File: src/rtl/mem_noc_pkg.sv
package mem_noc_pkg;

  // Physical address and data widths
  localparam int paddr_width_gp = 40;
  localparam int dword_width_gp = 64;

  // Mesh coordinate layout: x in the low bits, y in the high bits
  localparam int mem_noc_x_cord_width_gp = 4;
  localparam int mem_noc_y_cord_width_gp = 4;
  localparam int mem_noc_cord_width_gp   = mem_noc_x_cord_width_gp + mem_noc_y_cord_width_gp;
  localparam int mem_noc_cid_width_gp    = 2;
  localparam int mem_noc_chid_width_gp   = 2;

  // Field widths of the two address views
  localparam int dev_id_width_gp     = 4;
  localparam int dev_offset_width_gp = 20;
  localparam int dev_upper_width_gp  = paddr_width_gp - mem_noc_chid_width_gp
                                       - dev_id_width_gp - dev_offset_width_gp;
  localparam int dram_offset_width_gp = paddr_width_gp - mem_noc_chid_width_gp;

  // Everything on chip zero below this address is a device
  localparam logic [paddr_width_gp-1:0] dram_base_addr_gp = 40'h00_8000_0000;

  // Device ids, taken from address bits 23 to 20
  localparam logic [dev_id_width_gp-1:0] dev_host_gp   = 4'd1;
  localparam logic [dev_id_width_gp-1:0] dev_cfg_gp    = 4'd2;
  localparam logic [dev_id_width_gp-1:0] dev_clint_gp  = 4'd3;
  localparam logic [dev_id_width_gp-1:0] dev_cce_gp    = 4'd4;
  localparam logic [dev_id_width_gp-1:0] dev_plic_gp   = 4'd5;
  localparam logic [dev_id_width_gp-1:0] dev_coproc_gp = 4'd6;

  // CLINT register offsets live in bits 15 to 12 of the device offset
  localparam int clint_offset_lsb_gp   = 12;
  localparam int clint_offset_width_gp = 4;

  localparam logic [clint_offset_width_gp-1:0] clint_ipi_gp      = 4'd0;
  localparam logic [clint_offset_width_gp-1:0] clint_mtimecmp_gp = 4'd4;
  localparam logic [clint_offset_width_gp-1:0] clint_mtime_gp    = 4'd11;

  // Bit positions of the core id inside each device offset
  localparam int clint_ipi_core_lsb_gp      = 2;
  localparam int clint_mtimecmp_core_lsb_gp = 3;
  localparam int cfg_core_lsb_gp            = 16;
  localparam int plic_core_lsb_gp           = 3;

  // Client ids at the destination router
  localparam logic [mem_noc_cid_width_gp-1:0] cid_base_gp  = 2'd0;
  localparam logic [mem_noc_cid_width_gp-1:0] cid_cfg_gp   = 2'd1;
  localparam logic [mem_noc_cid_width_gp-1:0] cid_clint_gp = 2'd2;

  // Memory command opcodes
  localparam logic mem_op_load_gp  = 1'b0;
  localparam logic mem_op_store_gp = 1'b1;

  // Tile configuration register addresses
  localparam logic cfg_reg_cord_gp    = 1'b0;
  localparam logic cfg_reg_dram_en_gp = 1'b1;

  // A physical address is either a device access or a DRAM access
  typedef union packed {
    struct packed {
      logic [mem_noc_chid_width_gp-1:0] chid;
      logic [dev_upper_width_gp-1:0]    upper;
      logic [dev_id_width_gp-1:0]       dev_id;
      logic [dev_offset_width_gp-1:0]   dev_offset;
    } dev;
    struct packed {
      logic [mem_noc_chid_width_gp-1:0] chid;
      logic [dram_offset_width_gp-1:0]  offset;
    } dram;
  } bp_paddr_u;

endpackage
File: src/rtl/mem_noc_tile_out.sv
`timescale 1ns/10ps

module mem_noc_tile_out
  import mem_noc_pkg::*;
#(
  parameter int num_core_p      = 4,
  parameter int mem_noc_x_dim_p = 2
)
(
  input  logic                             clk_i,
  input  logic                             rst_n_i,

  // Configuration access
  input  logic                             cfg_w_v_i,
  input  logic                             cfg_addr_i,
  input  logic [mem_noc_cord_width_gp-1:0] cfg_data_i,
  output logic [mem_noc_cord_width_gp-1:0] cfg_data_o,

  // Memory commands from the tile
  input  logic                             cmd_v_i,
  input  logic                             cmd_opcode_i,
  input  logic [paddr_width_gp-1:0]        cmd_addr_i,
  input  logic [dword_width_gp-1:0]        cmd_data_i,

  // Packets toward the mesh router
  output logic                             pkt_v_o,
  output logic [mem_noc_cord_width_gp-1:0] pkt_dst_cord_o,
  output logic [mem_noc_cid_width_gp-1:0]  pkt_dst_cid_o,
  output logic [mem_noc_cord_width_gp-1:0] pkt_src_cord_o,
  output logic                             pkt_opcode_o,
  output logic [paddr_width_gp-1:0]        pkt_addr_o,
  output logic [dword_width_gp-1:0]        pkt_data_o
);

  logic [mem_noc_cord_width_gp-1:0] my_cord;
  logic                             dram_en;

  tile_cfg_regs cfg_regs0 (
    .clk_i      (clk_i),
    .rst_n_i    (rst_n_i),
    .cfg_w_v_i  (cfg_w_v_i),
    .cfg_addr_i (cfg_addr_i),
    .cfg_data_i (cfg_data_i),
    .cfg_data_o (cfg_data_o),
    .my_cord_o  (my_cord),
    .dram_en_o  (dram_en)
  );

  mem_cmd_packetizer #(
    .num_core_p      (num_core_p),
    .mem_noc_x_dim_p (mem_noc_x_dim_p)
  ) packetizer0 (
    .clk_i          (clk_i),
    .rst_n_i        (rst_n_i),
    .cmd_v_i        (cmd_v_i),
    .cmd_opcode_i   (cmd_opcode_i),
    .cmd_addr_i     (cmd_addr_i),
    .cmd_data_i     (cmd_data_i),
    .my_cord_i      (my_cord),
    .dram_en_i      (dram_en),
    .pkt_v_o        (pkt_v_o),
    .pkt_dst_cord_o (pkt_dst_cord_o),
    .pkt_dst_cid_o  (pkt_dst_cid_o),
    .pkt_src_cord_o (pkt_src_cord_o),
    .pkt_opcode_o   (pkt_opcode_o),
    .pkt_addr_o     (pkt_addr_o),
    .pkt_data_o     (pkt_data_o)
  );

endmodule

File: src/rtl/mem_cmd_packetizer.sv
`timescale 1ns/10ps

module mem_cmd_packetizer
  import mem_noc_pkg::*;
#(
  parameter int num_core_p      = 4,
  parameter int mem_noc_x_dim_p = 2
)
(
  input  logic                             clk_i,
  input  logic                             rst_n_i,

  // Incoming memory command
  input  logic                             cmd_v_i,
  input  logic                             cmd_opcode_i,
  input  logic [paddr_width_gp-1:0]        cmd_addr_i,
  input  logic [dword_width_gp-1:0]        cmd_data_i,

  // Tile configuration
  input  logic [mem_noc_cord_width_gp-1:0] my_cord_i,
  input  logic                             dram_en_i,

  // Routed packet
  output logic                             pkt_v_o,
  output logic [mem_noc_cord_width_gp-1:0] pkt_dst_cord_o,
  output logic [mem_noc_cid_width_gp-1:0]  pkt_dst_cid_o,
  output logic [mem_noc_cord_width_gp-1:0] pkt_src_cord_o,
  output logic                             pkt_opcode_o,
  output logic [paddr_width_gp-1:0]        pkt_addr_o,
  output logic [dword_width_gp-1:0]        pkt_data_o
);

  logic                             s1_v_r;
  logic                             s1_opcode_r;
  bp_paddr_u                        s1_addr_r;
  logic [dword_width_gp-1:0]        s1_data_r;

  logic [mem_noc_cord_width_gp-1:0] route_cord;
  logic [mem_noc_cid_width_gp-1:0]  route_cid;

  logic                             s2_v_r;
  logic [mem_noc_cord_width_gp-1:0] s2_dst_cord_r;
  logic [mem_noc_cid_width_gp-1:0]  s2_dst_cid_r;
  logic [mem_noc_cord_width_gp-1:0] s2_src_cord_r;
  logic                             s2_opcode_r;
  logic [paddr_width_gp-1:0]        s2_addr_r;
  logic [dword_width_gp-1:0]        s2_data_r;

  always_ff @(posedge clk_i or negedge rst_n_i)
  begin
    if (!rst_n_i)
    begin
      s1_v_r <= 1'b0;
      s2_v_r <= 1'b0;
    end
    else
    begin
      s1_v_r <= cmd_v_i;
      s2_v_r <= s1_v_r;
    end
  end

  // Stage 1 holds the command while the address map decodes it
  always_ff @(posedge clk_i)
  begin
    if (cmd_v_i)
    begin
      s1_opcode_r <= cmd_opcode_i;
      s1_addr_r   <= cmd_addr_i;
      s1_data_r   <= cmd_data_i;
    end
  end

  mem_addr_map #(
    .num_core_p      (num_core_p),
    .mem_noc_x_dim_p (mem_noc_x_dim_p)
  ) addr_map0 (
    .my_cord_i  (my_cord_i),
    .paddr_i    (s1_addr_r),
    .dram_en_i  (dram_en_i),
    .dst_cord_o (route_cord),
    .dst_cid_o  (route_cid)
  );

  // Stage 2 captures the route together with the coordinate it was made with
  always_ff @(posedge clk_i)
  begin
    if (s1_v_r)
    begin
      s2_dst_cord_r <= route_cord;
      s2_dst_cid_r  <= route_cid;
      s2_src_cord_r <= my_cord_i;
      s2_opcode_r   <= s1_opcode_r;
      s2_addr_r     <= s1_addr_r;
      // Loads carry no payload
      s2_data_r     <= (s1_opcode_r == mem_op_store_gp) ? s1_data_r : '0;
    end
  end

  assign pkt_v_o        = s2_v_r;
  assign pkt_dst_cord_o = s2_dst_cord_r;
  assign pkt_dst_cid_o  = s2_dst_cid_r;
  assign pkt_src_cord_o = s2_src_cord_r;
  assign pkt_opcode_o   = s2_opcode_r;
  assign pkt_addr_o     = s2_addr_r;
  assign pkt_data_o     = s2_data_r;

endmodule

File: src/rtl/mem_addr_map.sv
`timescale 1ns/10ps

module mem_addr_map
  import mem_noc_pkg::*;
#(
  parameter int num_core_p      = 4,
  parameter int mem_noc_x_dim_p = 2
)
(
  input  logic [mem_noc_cord_width_gp-1:0] my_cord_i,

  // Address of the command being routed
  input  bp_paddr_u                        paddr_i,
  input  logic                             dram_en_i,

  // Destination router and client
  output logic [mem_noc_cord_width_gp-1:0] dst_cord_o,
  output logic [mem_noc_cid_width_gp-1:0]  dst_cid_o
);

  localparam int core_id_width_lp = (num_core_p > 1) ? $clog2(num_core_p) : 1;

  // Off-chip traffic leaves through the I/O router at the origin
  localparam logic [mem_noc_cord_width_gp-1:0] io_cord_lp = '0;

  // Cores sit in a grid that starts at column 2 and row 1
  function automatic logic [mem_noc_cord_width_gp-1:0] core_id_to_cord
    (input logic [core_id_width_lp-1:0] core_id);
    logic [mem_noc_x_cord_width_gp-1:0] x_cord;
    logic [mem_noc_y_cord_width_gp-1:0] y_cord;
    x_cord = mem_noc_x_cord_width_gp'(int'(core_id) % mem_noc_x_dim_p + 2);
    y_cord = mem_noc_y_cord_width_gp'(int'(core_id) / mem_noc_x_dim_p + 1);
    return {y_cord, x_cord};
  endfunction

  logic [mem_noc_x_cord_width_gp-1:0] my_x_cord;
  logic [mem_noc_y_cord_width_gp-1:0] my_y_cord;
  logic [mem_noc_cord_width_gp-1:0]   coproc_cord;
  logic [mem_noc_cord_width_gp-1:0]   dram_cord;
  logic [mem_noc_cord_width_gp-1:0]   dram_route_cord;
  logic [clint_offset_width_gp-1:0]   clint_offset;
  logic                               in_dev_region;

  assign my_x_cord = my_cord_i[0 +: mem_noc_x_cord_width_gp];
  assign my_y_cord = my_cord_i[mem_noc_x_cord_width_gp +: mem_noc_y_cord_width_gp];

  // The coprocessor is one column east, DRAM one row south
  assign coproc_cord = {my_y_cord, my_x_cord + 1'b1};
  assign dram_cord   = {my_y_cord + 1'b1, my_x_cord};

  // Without local DRAM the request goes to the next chip
  assign dram_route_cord = dram_en_i ? dram_cord : io_cord_lp;

  assign clint_offset  = paddr_i.dev.dev_offset[clint_offset_lsb_gp +: clint_offset_width_gp];
  assign in_dev_region = paddr_i.dram.offset
                         < dram_base_addr_gp[dram_offset_width_gp-1:0];

  always_comb
  begin
    // Unmatched device space falls through to DRAM
    dst_cord_o = dram_route_cord;
    dst_cid_o  = cid_base_gp;

    if (paddr_i.dram.chid != '0)
    begin
      dst_cord_o = io_cord_lp;
      dst_cid_o  = cid_base_gp;
    end
    else if (in_dev_region)
    begin
      case (paddr_i.dev.dev_id)
        dev_host_gp:
        begin
          dst_cord_o = io_cord_lp;
          dst_cid_o  = cid_base_gp;
        end
        dev_cfg_gp:
        begin
          dst_cord_o = core_id_to_cord(
            paddr_i.dev.dev_offset[cfg_core_lsb_gp +: core_id_width_lp]);
          dst_cid_o  = cid_cfg_gp;
        end
        dev_clint_gp:
        begin
          if (clint_offset == clint_ipi_gp)
          begin
            dst_cord_o = core_id_to_cord(
              paddr_i.dev.dev_offset[clint_ipi_core_lsb_gp +: core_id_width_lp]);
            dst_cid_o  = cid_clint_gp;
          end
          else if (clint_offset == clint_mtimecmp_gp)
          begin
            dst_cord_o = core_id_to_cord(
              paddr_i.dev.dev_offset[clint_mtimecmp_core_lsb_gp +: core_id_width_lp]);
            dst_cid_o  = cid_clint_gp;
          end
          else if (clint_offset == clint_mtime_gp)
          begin
            // Only the local mtime register is reachable
            dst_cord_o = my_cord_i;
            dst_cid_o  = cid_clint_gp;
          end
        end
        dev_cce_gp:
        begin
          dst_cord_o = my_cord_i;
          dst_cid_o  = cid_base_gp;
        end
        dev_plic_gp:
        begin
          dst_cord_o = core_id_to_cord(
            paddr_i.dev.dev_offset[plic_core_lsb_gp +: core_id_width_lp]);
          dst_cid_o  = cid_base_gp;
        end
        dev_coproc_gp:
        begin
          dst_cord_o = coproc_cord;
          dst_cid_o  = cid_base_gp;
        end
        default:
        begin
          dst_cord_o = dram_route_cord;
          dst_cid_o  = cid_base_gp;
        end
      endcase
    end
  end

endmodule

File: src/rtl/tile_cfg_regs.sv
`timescale 1ns/10ps

module tile_cfg_regs
  import mem_noc_pkg::*;
(
  input  logic                             clk_i,
  input  logic                             rst_n_i,

  // Register write port
  input  logic                             cfg_w_v_i,
  input  logic                             cfg_addr_i,
  input  logic [mem_noc_cord_width_gp-1:0] cfg_data_i,

  // Register read-back
  output logic [mem_noc_cord_width_gp-1:0] cfg_data_o,

  // Values seen by the address map
  output logic [mem_noc_cord_width_gp-1:0] my_cord_o,
  output logic                             dram_en_o
);

  logic [mem_noc_cord_width_gp-1:0] my_cord_r;
  logic                             dram_en_r;

  // The tile starts at coordinate 0 with DRAM routing disabled
  always_ff @(posedge clk_i or negedge rst_n_i)
  begin
    if (!rst_n_i)
    begin
      my_cord_r <= '0;
      dram_en_r <= 1'b0;
    end
    else if (cfg_w_v_i)
    begin
      if (cfg_addr_i == cfg_reg_cord_gp)
      begin
        my_cord_r <= cfg_data_i;
      end
      else
      begin
        // Only the lowest data bit is kept for the enable flag
        dram_en_r <= cfg_data_i[0];
      end
    end
  end

  // Read-back is combinational, the enable bit comes back zero-extended
  always_comb
  begin
    if (cfg_addr_i == cfg_reg_dram_en_gp)
    begin
      cfg_data_o = {{(mem_noc_cord_width_gp-1){1'b0}}, dram_en_r};
    end
    else
    begin
      cfg_data_o = my_cord_r;
    end
  end

  assign my_cord_o = my_cord_r;
  assign dram_en_o = dram_en_r;

endmodule

File: config.mk
export PLATFORM = sky130hd
export DESIGN_NAME = mem_noc_tile_out
export DESIGN_NICKNAME = d
export VERILOG_FILES = /design/src/rtl/mem_noc_pkg.sv /design/src/rtl/mem_noc_tile_out.sv /design/src/rtl/mem_cmd_packetizer.sv /design/src/rtl/mem_addr_map.sv /design/src/rtl/tile_cfg_regs.sv
export SDC_FILE = /design/constraint.sdc
export NUM_CORES = 1
export LEC_CHECK = 0
export BUFFER_PORTS_ARGS = -buffer_cell sky130_fd_sc_hd__buf_4
export CAP_MARGIN = 10
export CELL_PAD_IN_SITES_DETAIL_PLACEMENT = 1
export CELL_PAD_IN_SITES_GLOBAL_PLACEMENT = 2
export CORE_MARGIN = 4
export CORE_UTILIZATION = 36
export DETAILED_ROUTE_END_ITERATION = 8
export PLACE_DENSITY = 0.81
export SLEW_MARGIN = 20
export SYNTH_ARGS = -nofsm -noshare
export SYNTH_HDL_FRONTEND = slang
export SYNTH_SLANG_ARGS = --single-unit
File: constraint.sdc
create_clock -name clk_i -period 4.25 [get_ports clk_i]
set_input_delay 0.2125 -clock clk_i [delete_from_list [all_inputs] [get_ports clk_i]]
set_output_delay 0.2125 -clock clk_i [all_outputs]
set_load 0.03 [all_outputs]
==> metrics.md <==
| Metric | Value |
|---|---|
| Outcome | `completed` |
| Routed length on met1 | `8.68 mm` |
| Slowest cell delay on critical path | `650 ps` |
| Synthesized flop and latch total | `about 240` |
| Crit-path slowest cell | `edfxtp_1` |
| Largest family of logic cells by synthesized area | `simple AND/OR/NAND/NOR gates` |
| Critical path peak fanout | `16` |
| Total CTS buffers | `26` |
| Area Growth Syn to Fin | `50.9%` |
| # placed instances | `982` |
| Synth Cell Area | `0.00838 mm2` |
| Clock-pin slew on the worst setup and hold paths | `60 ps` |
| CTS Buffer Depth | `3` |
| DR DRC count | `0` |
| Vert. Die Dim | `161 um` |
| Simple-gate share of the synthesized area | `between 8 and 9%` |
| HP Class | `input pin to flip-flop` |
| # clock sinks | `239` |
| Root buffer cell | `clkbuf_16` |
| Area contributors post-synth | `edfxtp_1, and2_1, dfrtp_1, mux2_2, nor2b_1` |
| Port buffer count | `249` |
| Register area share after synthesis | `85.0%` |
| Post-synth top area share | `81.7%` |
| Critical Path AT | `about 2300 ps` |
| Synth Instances | `433` |
| # rows | `55` |
| GR Util All Layers | `17.2%` |
| Clk_lat worst skew | `510 ps` |
| Multiplexer area fraction after synthesis | `1.94%` |
| Drt total wl | `22.6 mm` |
| Core Footprint | `0.0228 mm2` |
| WL per Instance | `19.8 um` |
| TritonCTS clock tree | `yes` |
| Vias per inst | `4.58` |
| Area leader, netlist | `edfxtp_1` |
| Synth cell types | `46` |
| Crit path depth | `4` |
| Ports | `between 200 and 300` |
| R2R Setup Slk | `2300 ps` |
| Via Count | `5,241` |
| Grt total ovfl | `0` |
| Final net count | `931` |
| Initial antenna violation count | `2` |
| H-tree lvl count | `1` |
| DPL Wire Length | `14.3 mm` |
| Static Leakage | `4.91 nW` |
| Highest Signal Layer | `met4` |
| Reg2reg end | `packetizer0.pkt_dst_cord_o[5]` |
| Setup crit start | `packetizer0.s1_addr_r[21]` |
| Post-synthesis async set-or-reset flop share | `~4.6%` |
| Largest net degree at the start of global routing | `75` |
| Fill count | `roughly 2,200` |
| Share of cells above drive strength 1 | `37.2%` |
| Tcrit/Tclk final | `between 40% and 50%` |
| 1st-pass router iterations | `4` |
| Setup TNS | `0 ps` |
| Violation count after the first detailed-route iteration | `253` |
| Top Family by Delay on Critical Path | `flip-flops` |
| First-pass GRT wire length | `35.0 mm` |
| Routed length on met2 | `11.7 mm` |
| DIE AREA | `0.0258 mm2` |
| Max Cap Viol | `0` |
| Buffers and inverters on the worst path | `0` |
| EDFF count, synth | `between 200 and 250` |
| WL met3 | `1.94 mm` |
| Most common cell after layout, fill and taps aside | `buf_4` |
| Avg Cell Area, Syn | `approximately 19 um2` |
| Worst Setup EP | `packetizer0.pkt_dst_cord_o[5]` |
| Post-synthesis adder-cell area fraction | `0.299%` |
| Highest Clock Rate | `about 0.51 GHz` |
| Number of global-route vias before repair | `5,904` |
| Post-CTS sizing | `0` |
| Clock skew | `~8.5 ps` |
| Finish-stage setup viols | `0` |
| PD cells | `481 mW/mm2` |
| Final std cells w/o fill | `1,145` |
| Synth warn | `0` |
| Routability Congestion | `0.865` |
| Syn Nets | `553` |
| Crit path capture type | `flip-flop` |
| Worst r2r src | `packetizer0.s1_addr_r[21]` |
| Worst IR Drop VDD | `0.383 mV` |
| Complex-gate fraction of the synthesized area | `2.70%` |
| Tmin final | `1950 ps` |
| Main flop type after synthesis | `edfxtp_1` |
| Critical Path Source Type | `flip-flop` |
| Initial Util | `between 30 and 40%` |
| Max-slew headroom | `33.2%` |
| Xor/xnor share of the synthesized area | `less than 1%` |
| Antenna viol nets, final | `0` |
| CP required | `4560 ps` |
| Count of final hold-check violations | `0` |
| Unrepaired setup endpoints after global routing | `false` |
| Critical path class | `flip-flop to flip-flop` |
| Reg2reg path depth | `4` |
| Die X | `161 um` |
| Max Slew Vio Count | `0` |
| Crit-path cells | `or3b_1, o32ai_1, a21oi_1, a211oi_1` |
| Most frequent cells in the layout | `buf_4, edfxtp_1, dlygate4sd3_1` |
| Worst Tran Pin Value | `1000 ps` |
| Final Power | `6.07 mW` |
metrics by stage:
step	cell area [um2]	utilization [%]	hold WS, ps	setup slack (ps)
5_1_grt	12600	55.5	61.9	2190
4_1_cts	12600	55.5	48.5	2330
6_report	12600	55.5	72.0	2300
3_3_place_gp	10600	46.5	53.0	2420
3_5_place_dp	10600	46.5	57.7	2330
2_1_floorplan	8380	-	-83.1	972
power breakdown:
part	leakage, nW	switching (mW)	internal [mW]	total [mW]
clock	0.441	0.890	1.46	2.35
sequential	2.35	0.120	2.82	2.94
combinational	2.11	0.439	0.346	0.785
synth_stat cells, drive strengths merged, types with 3 or more instances:
library cell	instances
mux2i	5
clkbuf	11
nand2	8
mux2	10
edfxtp	228
o2111ai	3
a21oi	10
and2	64
nand3	5
dfrtp	11
o21ai	6
nor3	7
nor2b	10
nor4	3
buf	6
nor3b	3
nor2	10
nand2b	3
sequential cells by signal, indices dropped and copies added, names as in the netlist, 2 cells and up:
name / count
packetizer0.pkt_data_o: 64
packetizer0.s1_data_r: 64
packetizer0.pkt_addr_o: 40
packetizer0.s1_addr_r: 40
cfg_regs0.my_cord_o: 8
packetizer0.pkt_dst_cord_o: 8
packetizer0.pkt_src_cord_o: 8
packetizer0.pkt_dst_cid_o: 2
kinds of logic (layout without fill, tap and decap cells):
family / after synthesis / in the layout
multiplexers: 15 / 15
AO/OA/AOI/OAI: 33 / 33
other: 0 / 2
flip-flops: 239 / 239
adder cells (fa/ha/maj): 2 / 2
AND/OR/NAND/NOR: 123 / 123
buffers and inverters: 19 / 416
XOR/XNOR: 2 / 2
what timing repair did:
item                      4_1_cts  5_1_grt
buffers inserted                0        0
hold buffers                  114        0
hold endpoints to repair      125        0
routing by layer:
layer,GRT usage [%],vias to the layer above
met4,3.05,0
li1,-,2411
met2,30.9,216
met5,0,-
met3,5.54,25
met1,20.6,2589
layout make-up:
class / instances / area, um2 / share of cell area, %
inverters: 2 / 7.51 / 0.0594
diodes: 2 / 5.00 / 0.0396
flip-flops and latches: 239 / 7130 / 56.4
multi-input cells: 175 / 1170 / 9.26
well taps: 313 / 392 / 3.10
repair buffers: 367 / 3040 / 24.1
clock buffers: 30 / 687 / 5.44
clock inverters: 17 / 211 / 1.67
worst min-delay path, stage by stage:
cell	delay [ps]
buf_4	120
nand2_1	70
mux2_2	140
worst min path at each step:
stage               slack (ps)  startpoint                   to  depth (start not counted)
detailed placement          60     rst_n_i  packetizer0.pkt_v_o                          1
finish                      70   cfg_w_v_i  cfg_regs0.dram_en_o                          3
global placement            50     rst_n_i  packetizer0.pkt_v_o                          1
CTS                         50     rst_n_i  packetizer0.pkt_v_o                          2
floorplan                  -80     rst_n_i  cfg_regs0.dram_en_o                          0
global route                60   cfg_w_v_i  cfg_regs0.dram_en_o                          3
Note: power is estimated with default switching activity, not from simulation.
